### config.mk
export PLATFORM = sky130hd
export DESIGN_NAME = nack_top
export DESIGN_NICKNAME = d
export VERILOG_FILES = /design/src/hdl/csr_pkg.sv /design/src/hdl/nack_pkg.sv /design/src/hdl/csr_regs.sv /design/src/hdl/nack_deparser.sv /design/src/hdl/nack_fifo.sv /design/src/hdl/nack_gen.sv /design/src/hdl/nack_top.sv /design/src/hdl/task_req_decoder.sv
export SDC_FILE = /design/constraint.sdc
export NUM_CORES = 2
export LEC_CHECK = 0
export BUFFER_PORTS_ARGS = -buffer_cell sky130_fd_sc_hd__buf_2
export CAP_MARGIN = 20
export CORE_ASPECT_RATIO = 1.1
export CORE_MARGIN = 10
export CORE_UTILIZATION = 56
export DETAILED_ROUTE_END_ITERATION = 10
export HOLD_SLACK_MARGIN = 0.03
export PLACE_DENSITY = 0.76
export SYNTH_ARGS = -nofsm -noshare
export SYNTH_HDL_FRONTEND = slang
export SYNTH_SLANG_ARGS = --single-unit
### constraint.sdc
create_clock -name clk -period 61.7 [get_ports clk]
set_clock_uncertainty 0.15 [all_clocks]
set_input_delay 0 -clock clk [delete_from_list [all_inputs] [get_ports clk]]
set_output_delay 0 -clock clk [all_outputs]
set_load 0.05 [all_outputs]
### src/hdl/csr_pkg.sv
`default_nettype none

package csr_pkg;

    typedef logic [7:0]  csr_addr_t;   // byte address
    typedef logic [31:0] csr_data_t;

    // register map, byte offsets
    localparam csr_addr_t ADDR_SCRATCH      = 8'h00;
    localparam csr_addr_t ADDR_CLEAR        = 8'h04;
    localparam csr_addr_t ADDR_JUMP_THRESH  = 8'h08;
    localparam csr_addr_t ADDR_IN_COUNT     = 8'h0C;
    localparam csr_addr_t ADDR_OUT_COUNT    = 8'h10;
    localparam csr_addr_t ADDR_RESYNC_COUNT = 8'h14;
    localparam csr_addr_t ADDR_FLOW_BASE    = 8'h40;   // 16 words, one per flow

    localparam csr_data_t SCRATCH_RESET     = 32'h5566_7788;
    localparam csr_data_t JUMP_THRESH_RESET = 32'd20;

    // wishbone classic request and response
    typedef struct packed {
        logic      cyc;
        logic      stb;
        logic      we;
        csr_addr_t addr;
        csr_data_t dat;
    } wb_req_t;

    typedef struct packed {
        logic      ack;
        csr_data_t dat;
    } wb_rsp_t;

endpackage

`default_nettype wire

### src/hdl/nack_pkg.sv
`default_nettype none

package nack_pkg;

    // ------------------------------------------------------------
    // data-path widths
    localparam int FLOW_IDX_W     = 16;                     // flow index in request
    localparam int FLOW_CNT       = 16;                     // on-chip table entries
    localparam int FLOW_SEL_W     = $clog2(FLOW_CNT);       // low index bits used
    localparam int PKT_NUM_W      = 32;
    localparam int INFO_W         = 64;
    localparam int BITMAP_W       = 32;
    localparam int BM_SHIFT_W     = $clog2(BITMAP_W) + 1;   // holds 0..32
    localparam int BEAT_W         = 32;
    localparam int BEATS_PER_NACK = 4;
    localparam int BEAT_IDX_W     = $clog2(BEATS_PER_NACK);
    localparam int FIFO_DEPTH     = 8;
    localparam int FIFO_PTR_W     = $clog2(FIFO_DEPTH);

    typedef logic [FLOW_IDX_W-1:0] flow_idx_t;
    typedef logic [FLOW_SEL_W-1:0] flow_sel_t;
    typedef logic [PKT_NUM_W-1:0]  pkt_num_t;
    typedef logic [INFO_W-1:0]     info_t;
    typedef logic [BITMAP_W-1:0]   bitmap_t;
    typedef logic [BEAT_W-1:0]     beat_t;
    typedef logic [BEAT_IDX_W-1:0] beat_idx_t;
    typedef logic [FIFO_PTR_W-1:0] fifo_ptr_t;
    typedef logic [FIFO_PTR_W:0]   fifo_cnt_t;              // one extra bit for full

    typedef enum logic [1:0] {
        REQ_NONE  = 2'b00,
        REQ_DATA  = 2'b01,
        REQ_INIT  = 2'b10,
        REQ_CLOSE = 2'b11
    } req_type_e;

    // ------------------------------------------------------------
    // request, record and stream records
    typedef struct packed {
        info_t       info;      // per-flow info, passed through
        logic [63:0] exp_num;   // expected number, low half used
        pkt_num_t    rpn;       // received packet number
        logic [7:0]  type_oh;   // one-hot request type
        flow_idx_t   flow_idx;
    } task_req_t;

    typedef struct packed {
        flow_sel_t flow;
        req_type_e typ;
        pkt_num_t  rpn;
        pkt_num_t  epn;
        info_t     info;
    } dec_req_t;

    typedef struct packed {
        info_t    info;
        pkt_num_t npn;          // first missing number
        bitmap_t  bitmap;       // bit i set -> npn+i missing
    } nack_rec_t;

    typedef struct packed {
        beat_t data;
        logic  last;
    } nack_beat_t;

endpackage

`default_nettype wire

### src/hdl/csr_regs.sv
`timescale 1ns/1ps
`default_nettype none

module csr_regs import nack_pkg::*, csr_pkg::*; (
    input  wire            clk,
    input  wire            rst,
    input  wire wb_req_t   i_wb,
    output wb_rsp_t        o_wb,
    input  wire            i_in_fire,
    input  wire            i_out_last_fire,
    input  wire            i_resync_pulse,
    output pkt_num_t       o_jump_thresh,
    output flow_sel_t      o_rd_flow,
    input  wire pkt_num_t  i_rd_expected
);

    csr_data_t scratch;
    pkt_num_t  jump_thresh;
    csr_data_t in_count;
    csr_data_t out_count;
    csr_data_t resync_count;
    csr_data_t rd_data;
    logic      ack;
    logic      wb_hit;                                 // new access, ack not yet given
    logic      wr_en;
    logic      clr;
    logic      flow_hit;

    assign wb_hit   = i_wb.cyc && i_wb.stb && !ack;
    assign wr_en    = wb_hit && i_wb.we;
    assign clr      = wr_en && (i_wb.addr == ADDR_CLEAR) && i_wb.dat[0];   // one-cycle strobe
    assign flow_hit = (i_wb.addr[7:6] == ADDR_FLOW_BASE[7:6]);             // 0x40..0x7c

    assign o_rd_flow     = i_wb.addr[5:2];             // word index into flow table
    assign o_jump_thresh = jump_thresh;
    assign o_wb.ack      = ack;
    assign o_wb.dat      = rd_data;

    // ------------------------------------------------------------
    // control registers and ack
    always_ff @(posedge clk or posedge rst) begin
        if (rst) begin
            ack         <= 1'b0;
            scratch     <= SCRATCH_RESET;
            jump_thresh <= JUMP_THRESH_RESET;
        end else begin
            ack <= wb_hit;                             // single-cycle ack, every address
            if (wr_en) begin
                case (i_wb.addr)
                    ADDR_SCRATCH:     scratch     <= i_wb.dat;
                    ADDR_JUMP_THRESH: jump_thresh <= i_wb.dat;
                    default:          ;                // read-only or unmapped
                endcase
            end
        end
    end

    // ------------------------------------------------------------
    // event counters, clear wins over a same-cycle event
    always_ff @(posedge clk or posedge rst) begin
        if (rst) begin
            in_count     <= '0;
            out_count    <= '0;
            resync_count <= '0;
        end else if (clr) begin
            in_count     <= '0;
            out_count    <= '0;
            resync_count <= '0;
        end else begin
            if (i_in_fire)       in_count     <= in_count + 1'b1;
            if (i_out_last_fire) out_count    <= out_count + 1'b1;
            if (i_resync_pulse)  resync_count <= resync_count + 1'b1;
        end
    end

    always_ff @(posedge clk) begin
        if (wb_hit) begin
            if (flow_hit) begin
                rd_data <= i_rd_expected;
            end else begin
                case (i_wb.addr)
                    ADDR_SCRATCH:      rd_data <= scratch;
                    ADDR_JUMP_THRESH:  rd_data <= jump_thresh;
                    ADDR_IN_COUNT:     rd_data <= in_count;
                    ADDR_OUT_COUNT:    rd_data <= out_count;
                    ADDR_RESYNC_COUNT: rd_data <= resync_count;
                    default:           rd_data <= '0;   // clear and unmapped read 0
                endcase
            end
        end
    end

endmodule

`default_nettype wire

### src/hdl/nack_deparser.sv
`timescale 1ns/1ps
`default_nettype none

module nack_deparser import nack_pkg::*; (
    input  wire            clk,
    input  wire            rst,
    input  wire nack_rec_t i_rec,
    input  wire            i_rec_valid,
    output logic           o_rec_pop,
    output nack_beat_t     o_beat,
    output logic           o_beat_valid,
    input  wire            i_beat_ready
);

    typedef enum logic {IDLE, SEND} dep_state_e;

    dep_state_e state;
    nack_rec_t  rec_q;                                 // record being sent
    beat_idx_t  beat_idx;

    assign o_rec_pop    = (state == IDLE) && i_rec_valid;
    assign o_beat_valid = (state == SEND);

    // beat order: npn, bitmap, info hi, info lo
    always_comb begin
        case (beat_idx)
            2'd0:    o_beat.data = rec_q.npn;
            2'd1:    o_beat.data = rec_q.bitmap;
            2'd2:    o_beat.data = rec_q.info[INFO_W-1:BEAT_W];
            default: o_beat.data = rec_q.info[BEAT_W-1:0];
        endcase
        o_beat.last = (beat_idx == beat_idx_t'(BEATS_PER_NACK - 1));
    end

    always_ff @(posedge clk) begin
        if (o_rec_pop) rec_q <= i_rec;
    end

    always_ff @(posedge clk or posedge rst) begin
        if (rst) begin
            state    <= IDLE;
            beat_idx <= '0;
        end else begin
            case (state)
                IDLE: if (i_rec_valid) state <= SEND;
                SEND: if (i_beat_ready) begin
                    beat_idx <= beat_idx + 1'b1;       // wraps to 0 after last
                    if (o_beat.last) state <= IDLE;
                end
                default: state <= IDLE;
            endcase
        end
    end

    a_beat_hold: assert property (@(posedge clk) disable iff (rst)
        o_beat_valid && !i_beat_ready |=> o_beat_valid && $stable(o_beat));

endmodule

`default_nettype wire

### src/hdl/nack_fifo.sv
`timescale 1ns/1ps
`default_nettype none

module nack_fifo import nack_pkg::*; (
    input  wire            clk,
    input  wire            rst,
    input  wire nack_rec_t i_rec,
    input  wire            i_push,
    output logic           o_full,
    output nack_rec_t      o_rec,
    output logic           o_valid,
    input  wire            i_pop
);

    nack_rec_t mem [FIFO_DEPTH];
    fifo_ptr_t wr_ptr;
    fifo_ptr_t rd_ptr;
    fifo_cnt_t count;

    assign o_full  = (count == fifo_cnt_t'(FIFO_DEPTH));
    assign o_valid = (count != '0);
    assign o_rec   = mem[rd_ptr];                      // head, shown next cycle after push

    always_ff @(posedge clk) begin
        if (i_push) begin
            mem[wr_ptr] <= i_rec;
        end
    end

    always_ff @(posedge clk or posedge rst) begin
        if (rst) begin
            wr_ptr <= '0;
            rd_ptr <= '0;
            count  <= '0;
        end else begin
            if (i_push) wr_ptr <= wr_ptr + 1'b1;       // wraps at depth
            if (i_pop)  rd_ptr <= rd_ptr + 1'b1;
            case ({i_push, i_pop})
                2'b10:   count <= count + 1'b1;
                2'b01:   count <= count - 1'b1;
                default: ;                             // both or neither
            endcase
        end
    end

    // producer and consumer live elsewhere
    a_no_overflow:  assert property (@(posedge clk) disable iff (rst) i_push |-> !o_full);
    a_no_underflow: assert property (@(posedge clk) disable iff (rst) i_pop |-> o_valid);

endmodule

`default_nettype wire

### src/hdl/nack_gen.sv
`timescale 1ns/1ps
`default_nettype none

module nack_gen import nack_pkg::*; (
    input  wire            clk,
    input  wire            rst,
    input  wire dec_req_t  i_dec,
    input  wire            i_dec_valid,
    output logic           o_dec_ready,
    output nack_rec_t      o_rec,
    output logic           o_rec_push,
    input  wire            i_fifo_full,
    input  wire pkt_num_t  i_jump_thresh,
    input  wire flow_sel_t i_rd_flow,
    output pkt_num_t       o_rd_expected,
    output logic           o_resync_pulse
);

    pkt_num_t              exp_tbl [FLOW_CNT];   // expected number per flow
    pkt_num_t              cur_exp;
    pkt_num_t              gap;
    pkt_num_t              win;
    pkt_num_t              next_exp;
    logic [BM_SHIFT_W-1:0] bm_shift;
    logic                  fire;
    logic                  is_data;
    logic                  in_order;
    logic                  late;
    logic                  in_win;

    // ------------------------------------------------------------
    // gap classification, all in the handshake cycle
    assign o_dec_ready = !i_fifo_full;                   // never push into a full fifo
    assign fire        = i_dec_valid && o_dec_ready;
    assign is_data     = fire && (i_dec.typ == REQ_DATA);

    assign cur_exp  = exp_tbl[i_dec.flow];
    assign gap      = i_dec.rpn - cur_exp;               // mod 2^32
    assign next_exp = i_dec.rpn + 1'b1;
    // bitmap caps the window
    assign win      = (i_jump_thresh < pkt_num_t'(BITMAP_W)) ? i_jump_thresh
                                                            : pkt_num_t'(BITMAP_W);

    assign in_order = (gap == '0);
    assign late     = gap[PKT_NUM_W-1];                  // behind expected, dup or late
    assign in_win   = !in_order && !late && (gap <= win);

    // gap ones from bit 0 upward, only meaningful inside the window
    assign bm_shift = BM_SHIFT_W'(BITMAP_W) - gap[BM_SHIFT_W-1:0];

    assign o_rec.info     = i_dec.info;
    assign o_rec.npn      = cur_exp;                     // first missing one
    assign o_rec.bitmap   = {BITMAP_W{1'b1}} >> bm_shift;
    assign o_rec_push     = is_data && in_win;
    assign o_resync_pulse = is_data && !in_order && !late && !in_win;   // jump too big

    assign o_rd_expected = exp_tbl[i_rd_flow];           // csr read port

    // ------------------------------------------------------------
    // table update
    always_ff @(posedge clk or posedge rst) begin
        if (rst) begin
            for (int i = 0; i < FLOW_CNT; i++) begin
                exp_tbl[i] <= '0;
            end
        end else if (fire) begin
            case (i_dec.typ)
                REQ_DATA: begin
                    if (!late) begin
                        exp_tbl[i_dec.flow] <= next_exp;   // in order, nack or resync
                    end
                end
                REQ_INIT:  exp_tbl[i_dec.flow] <= i_dec.epn;
                REQ_CLOSE: exp_tbl[i_dec.flow] <= '0;
                default:   ;                               // none, consumed only
            endcase
        end
    end

    // upstream register holds its request through a stall
    a_dec_hold: assert property (@(posedge clk) disable iff (rst)
        i_dec_valid && !o_dec_ready |=> i_dec_valid && $stable(i_dec));

endmodule

`default_nettype wire

### src/hdl/nack_top.sv
`timescale 1ns/1ps
`default_nettype none

module nack_top import nack_pkg::*, csr_pkg::*; (
    input  wire             clk,
    input  wire             rst,
    input  wire task_req_t  i_req,
    input  wire             i_req_valid,
    output logic            o_req_ready,
    output nack_beat_t      o_nack,
    output logic            o_nack_valid,
    input  wire             i_nack_ready,
    input  wire wb_req_t    i_wb,
    output wb_rsp_t         o_wb
);

    dec_req_t  dec;
    logic      dec_valid;
    logic      dec_ready;
    nack_rec_t gen_rec;
    logic      gen_push;
    logic      fifo_full;
    nack_rec_t fifo_rec;
    logic      fifo_valid;
    logic      fifo_pop;
    pkt_num_t  jump_thresh;
    flow_sel_t rd_flow;
    pkt_num_t  rd_expected;
    logic      resync_pulse;

    task_req_decoder dec_i (.clk(clk), .rst(rst),
        .i_req(i_req), .i_req_valid(i_req_valid), .o_req_ready(o_req_ready),
        .o_dec(dec), .o_dec_valid(dec_valid), .i_dec_ready(dec_ready));

    nack_gen gen_i (.clk(clk), .rst(rst),
        .i_dec(dec), .i_dec_valid(dec_valid), .o_dec_ready(dec_ready),
        .o_rec(gen_rec), .o_rec_push(gen_push), .i_fifo_full(fifo_full),
        .i_jump_thresh(jump_thresh), .i_rd_flow(rd_flow), .o_rd_expected(rd_expected),
        .o_resync_pulse(resync_pulse));

    nack_fifo fifo_i (.clk(clk), .rst(rst),
        .i_rec(gen_rec), .i_push(gen_push), .o_full(fifo_full),
        .o_rec(fifo_rec), .o_valid(fifo_valid), .i_pop(fifo_pop));

    nack_deparser dep_i (.clk(clk), .rst(rst),
        .i_rec(fifo_rec), .i_rec_valid(fifo_valid), .o_rec_pop(fifo_pop),
        .o_beat(o_nack), .o_beat_valid(o_nack_valid), .i_beat_ready(i_nack_ready));

    // counters see the external handshakes
    csr_regs csr_i (.clk(clk), .rst(rst), .i_wb(i_wb), .o_wb(o_wb),
        .i_in_fire(i_req_valid && o_req_ready),
        .i_out_last_fire(o_nack_valid && i_nack_ready && o_nack.last),
        .i_resync_pulse(resync_pulse), .o_jump_thresh(jump_thresh),
        .o_rd_flow(rd_flow), .i_rd_expected(rd_expected));

endmodule

`default_nettype wire

### src/hdl/task_req_decoder.sv
`timescale 1ns/1ps
`default_nettype none

module task_req_decoder import nack_pkg::*; (
    input  wire            clk,
    input  wire            rst,
    input  wire task_req_t i_req,
    input  wire            i_req_valid,
    output logic           o_req_ready,
    output dec_req_t       o_dec,
    output logic           o_dec_valid,
    input  wire            i_dec_ready
);

    req_type_e req_typ;
    logic      req_fire;

    assign o_req_ready = !o_dec_valid || i_dec_ready;   // refill as stage drains
    assign req_fire    = i_req_valid && o_req_ready;

    // one-hot type reduced by priority, bit 0 wins
    always_comb begin
        if (i_req.type_oh[0])
            req_typ = REQ_DATA;
        else if (i_req.type_oh[1])
            req_typ = REQ_INIT;
        else if (i_req.type_oh[2])
            req_typ = REQ_CLOSE;
        else
            req_typ = REQ_NONE;                         // consumed downstream, no effect
    end

    always_ff @(posedge clk or posedge rst) begin
        if (rst) begin
            o_dec_valid <= 1'b0;
        end else if (o_req_ready) begin
            o_dec_valid <= i_req_valid;                 // drop valid once taken
        end
    end

    always_ff @(posedge clk) begin
        if (req_fire) begin
            o_dec.flow <= i_req.flow_idx[FLOW_SEL_W-1:0];   // table covers low bits
            o_dec.typ  <= req_typ;
            o_dec.rpn  <= i_req.rpn;
            o_dec.epn  <= i_req.exp_num[PKT_NUM_W-1:0];
            o_dec.info <= i_req.info;
        end
    end

endmodule

`default_nettype wire

## Word-level counts from Yosys, hierarchy flattened

Memories as Yosys holds them, arrays and structs flattened. A register that Yosys moved wholly into a read port is not among the register bits.
Index checks and enable logic that the tools add are counted.

- Flip-flop bits (word level): 853
- Memory bits (writable): 1,024
- Input bits: 231
- Output and inout port bits: 68
- Word-level logic and storage cells: 142
- Memories kept: 1

- $add $sub $neg: 11
- $lt $le $gt $ge: 5
- Equality and inequality tests: 16
- Shift operators: 1
- Mux-type cells: 31
- Bitwise operators: 5
- Reductions and logical operators: 38

Memories:

| memory | words | bits a word | read ports | clocked after memory_dff | write ports | line | RTL |
|---|---|---|---|---|---|---|---|
| fifo_i.mem | 8 | 128 | 1 | 1 | 1 | nack_fifo.sv:15 | `nack_rec_t mem [FIFO_DEPTH];` |

Operators with widths:

| cell | number |
|---|---|
| $pmux W512 S3 | 1 |
| $bwmux W512 | 2 |
| $and A512 B512 Y512 | 1 |
| $mux W512 | 1 |
| $not A512 Y512 | 1 |
| $mux W32 | 13 |
| $bmux W32 S4 | 2 |
| $pmux W32 S5 | 1 |
| $add A32 B1 Y32 const B | 4 |
| $demux W32 S4 | 1 |
| $pmux W32 S3 | 1 |
| $le A32 B32 Y1 | 1 |
| $logic_not A32 Y1 | 1 |
| $lt A32 B6 Y1 const B | 1 |
| $shr A32 B6 Y32 const A | 1 |
| $sub A32 B32 Y32 | 1 |
| $logic_and A1 B1 Y1 | 18 |
| $eq A8 B4 Y1 const B | 2 |
| $eq A8 B5 Y1 const B | 2 |
| $eq A2 B2 Y1 const B | 5 |
| $ge A5 B5 Y1 const B | 2 |
| $not A4 Y5 | 2 |
| $eq A2 B1 Y1 const B | 4 |
| $eq A8 B3 Y1 const B | 1 |
| other kinds (22) | 38 |

## Longest topological paths before layout

- Depth in word-level cells: 13
- Mapped depth: 37
- Gate-level depth less buffers: 30

## Hierarchy

From an unflattened synthesis, not the netlist that was laid out.

- Cells, all modules: 5,421
- Area total of the unflattened synthesis: 89,412.0 µm²

Modules (own cells, without submodules):

| module | times used | cells an instance | area an instance (µm²) | seq. area each (µm²) |
|---|---|---|---|---|
| nack_fifo | 1 | 1,541 | 39,047.4 | 30,999.7 |
| nack_gen | 1 | 2,548 | 31,330.0 | 12,812.3 |
| csr_regs | 1 | 934 | 10,038.4 | 5,012.3 |
| nack_deparser | 1 | 253 | 4,883.4 | 3,918.8 |
| task_req_decoder | 1 | 143 | 4,100.2 | 4,048.9 |
| nack_top | 1 | 2 | 12.5 | 0.0 |

## Worst setup path after synthesis

No wires, ideal clock.

- Kind: reg-to-reg
- Start: register dec_i.o_dec[130] (netlist name)
- End: memory fifo_i.mem[4][0] (netlist name), enable pin
- Data arrival time: 18.979 ns
- Path slack: 41.640 ns
- Cell stages (with the launch flop): 28
- Path buffers: 6
- Period minus slack after synthesis: 20.060 ns
- Cells stage by stage: edfxtp_1 clkbuf_1 clkbuf_1 buf_1 clkbuf_1 clkbuf_1 mux4_2 mux4_2 ha_1 fa_1 nand2b_1 a21o_1 a211oi_2 o311ai_1 a2111oi_0 o21ai_0 and2_1 ha_1 nand4_1 nor2_1 and4_1 and3_1 and3_1 a21oi_1 nor2b_1 and2_1 clkbuf_1 nor4bb_1

RTL lines:

| element | line | RTL |
|---|---|---|
| from (decl) | task_req_decoder.sv:10 | `output dec_req_t o_dec,` |
| to (decl) | nack_fifo.sv:15 |  |

==> flow_summary_export.csv <==
group,metric,value,unit
run_status,status,"completed",
logic_synthesis,synth_seq_cells,2005,
floorplanning,num_rows,152,
worst_setup_path,cp_data_arrival_time,11120,ps
power,leakagePower,38.2,nW
grt,grtUsageTotal,27.2,%
place,io_buffers,249,
detailed_routing,drt_wl_total,236,mm
floorplanning,io_pins,299,
finish,layout-drive-gt1-share,29.8,%
sta,setup_viol_count_final,0,
clocking,cts_resized,0,
grt,grt_pass1_vias,54500,
detailed_routing,drt-pass1-iter-count,9,
clocking,clk_pin_slew,60,ps
sta,maxSlewViolCount,0,
sta,fin_ws,50890,ps
floorplanning,die_y,437,um
power,vdd_drop_max,0.0659,mV
worst_setup_path,cp_slowest_cell,"a2111oi_0",
finish,final_common_cell,"edfxtp_1",
sta,clock.fmax,0.0925,GHz
sta,worst_pin_slew,1210,ps
floorplanning,die_x,399,um
logic_synthesis,syn_avg_cell_area,16.8,um2
worst_setup_path,end_kind,"flip-flop",
power,p_total,4.79,mW
sta,fin_setup_tns,0,ps
clocking,cts.sinks,2005,
worst_setup_path,cp_top_family,"buffers and inverters",
worst_setup_path,required,62010,ps
logic_synthesis,ys_seq_area_share,64.2,%
worst_setup_path,startpoint_type,"flip-flop",
clocking,clock_latency,880,ps
detailed_routing,antenna_left,0,
worst_hold_path,min_path_type,"input pin to flip-flop",
sta,relSlewSlack,19.6,%
clocking,cts_setup_buffers,0,
worst_setup_path,path_common_cell,"buf_4",
logic_synthesis,synth_edf_count,1318,
worst_setup_path,max_stage_delay,870,ps
worst_setup_path,crit_path_max_fanout,97,
logic_synthesis,synth_cell_types,85,
detailed_routing,drc,0,
clocking,numCtsBuffers,195,
finish,nFillCells,10400,
grt,grt_pass1_wl,353,mm
run,maxCapViolations,0,
power,power.density,46.9,nW/um2
logic_synthesis,synth_warnings,0,
detailed_routing,avgViaCountPerCell,6.43,
logic_synthesis,synthFlopType,"edfxtp_1",
place,place_ws,51080,ps
detailed_routing,drt_iter0_markers,5729,
floorplanning,start_util,56.5,%
floorplanning,die_area,174000,um2
finish,syn_to_final_growth,15.6,%
finish,fin_nets,6184,
sta,rsz0062_at_grt,"false",
grt,antenna_found_initial,4,
worst_setup_path,crit_type,"flip-flop to flip-flop",
floorplanning,core_region_area,157000,um2
clocking,cts_tree,"yes",
sta,finalCritPeriodShare,17.5,%
logic_synthesis,ys_async_sr_fraction,34.3,%
worst_setup_path,worst-path-buf-inv,6,
sta,fin_crit,10810,ps
place,hpwlAfterDp,138,mm
sta,final-hold-violation-count,0,
grt,gr-total-overflow,0,
grt,grt_max_degree,140,
logic_synthesis,syn_area,88400,um2
place,routabilityCongestion,0.897,
clocking,cts.path.max_buffers,3,
detailed_routing,wl_per_cell,29.1,um
clocking,root_buffer,"clkbuf_16",
clocking,cts_max_level,4,
finish,most-common-layout-cells,"1318 x edfxtp_1, 666 x dfrtp_1, 576 x mux4_2",
detailed_routing,num_vias,52200,
logic_synthesis,syn-instance-count,5266,
## power breakdown
group | total (mW) | switching (mW) | leakage [nW] | internal [mW]
Clock | 1.22 | 0.533 | 3.22 | 0.688
Combinational | 1.54 | 0.863 | 13.9 | 0.679
Sequential | 2.03 | 0.197 | 21.0 | 1.83
Total | 4.79 | 1.59 | 38.2 | 3.20
## per-stage QoR
step	hold slack, ps	util, %	area, um2	cells
2_1_floorplan	-51.1	-	88500	5291
3_3_place_gp	26.6	58.7	91900	7390
3_5_place_dp	28.1	58.8	92000	7394
4_1_cts	100	65.2	102000	8111
5_1_grt	156	65.3	102000	8117
6_report	144	65.3	102000	8120
## synthesized netlist by cell type, types with 13 or more instances
cell / count / area share, %
a222oi_1: 32 / 0.36
a21o_1: 20 / 0.17
nand2_1: 308 / 1.3
ha_1: 80 / 1.1
nor3_1: 22 / 0.12
buf_2: 13 / 0.074
inv_1: 104 / 0.44
mux2_1: 74 / 0.94
mux4_2: 576 / 15
o21ai_0: 213 / 1.2
edfxtp_1: 1318 / 45
mux2i_1: 76 / 0.86
o31ai_1: 20 / 0.17
nand3_1: 93 / 0.53
buf_6: 15 / 0.19
nand4_1: 39 / 0.28
and3_1: 35 / 0.25
nor2_1: 198 / 0.84
nand2b_1: 19 / 0.13
or4_1: 24 / 0.20
buf_1: 69 / 0.29
nor4_1: 14 / 0.099
nor2b_1: 18 / 0.13
buf_4: 17 / 0.14
clkbuf_1: 218 / 0.93
xor2_1: 81 / 0.80
and2_1: 15 / 0.11
dfrtp_1: 669 / 19
o21a_1: 14 / 0.12
or3_1: 18 / 0.13
a21oi_1: 142 / 0.80
o211ai_1: 14 / 0.12
and4_1: 13 / 0.13
xnor2_1: 42 / 0.42
mux2_2: 489 / 6.2
a22oi_1: 34 / 0.29
dfstp_2: 18 / 0.54
## per-layer routing
layer / up-vias / GRT usage, % / part of all wire (%)
met5: - / 0 / 0.013
met4: 4 / 13.6 / 5.7
met3: 568 / 4.92 / 7.8
met2: 2517 / 44.7 / 50
met1: 27300 / 34.7 / 37
li1: 21900 / - / -
## path summary, 6_finish.rpt
path | startpoint | end | slack [ps] | depth (start not counted)
hold / removal | i_wb[42] | csr_i.ack | 140 | 5
hold reg to reg | flip-flop | flip-flop | 350 | 2
setup reg to reg | dec_i.o_dec[130] | fifo_i.mem[4][51] | 50890 | 25
max in group asynchronous | rst | csr_i.o_jump_thresh[2] | 58200 | 8
setup / recovery | dec_i.o_dec[130] | fifo_i.mem[4][51] | 50890 | 25
min in group asynchronous | rst | async pin | 310 | 4
## cell type report
cell class	count	area (um2)	share of cell area (%)
inverter	104	398	0.389
sequential	2005	56800	55.6
clock inverter	126	1420	1.39
multi-input combinational	2850	30000	29.3
tap	2079	2600	2.54
timing repair buffer	716	5840	5.71
clock buffer	237	5180	5.07
antenna	3	7.51	0.00734
## cells by family after synthesis
logic type | Yosys count | share of synthesized area [%]
other cells | 1 | 0.00424
buf+inv | 436 | 2.07
compound gates | 545 | 3.82
xor+xnor | 123 | 1.22
mux | 1215 | 22.7
simple gates | 860 | 4.78
fa+ha+maj | 81 | 1.16
flops | 2005 | 64.2
## tightest hold or removal path, stage by stage
cell           delay, ps
buf_2                100
nand2_1               50
dlygate4sd3_1        590
nor2_4                30
buf_4                270
## what timing repair did
action | in CTS | in global routing
hold buffers | 354 | 0
endpoints found under the setup margin | 0 | 0
hold endpoints to repair | 601 | 0
Power figures use the tool's default switching activity.
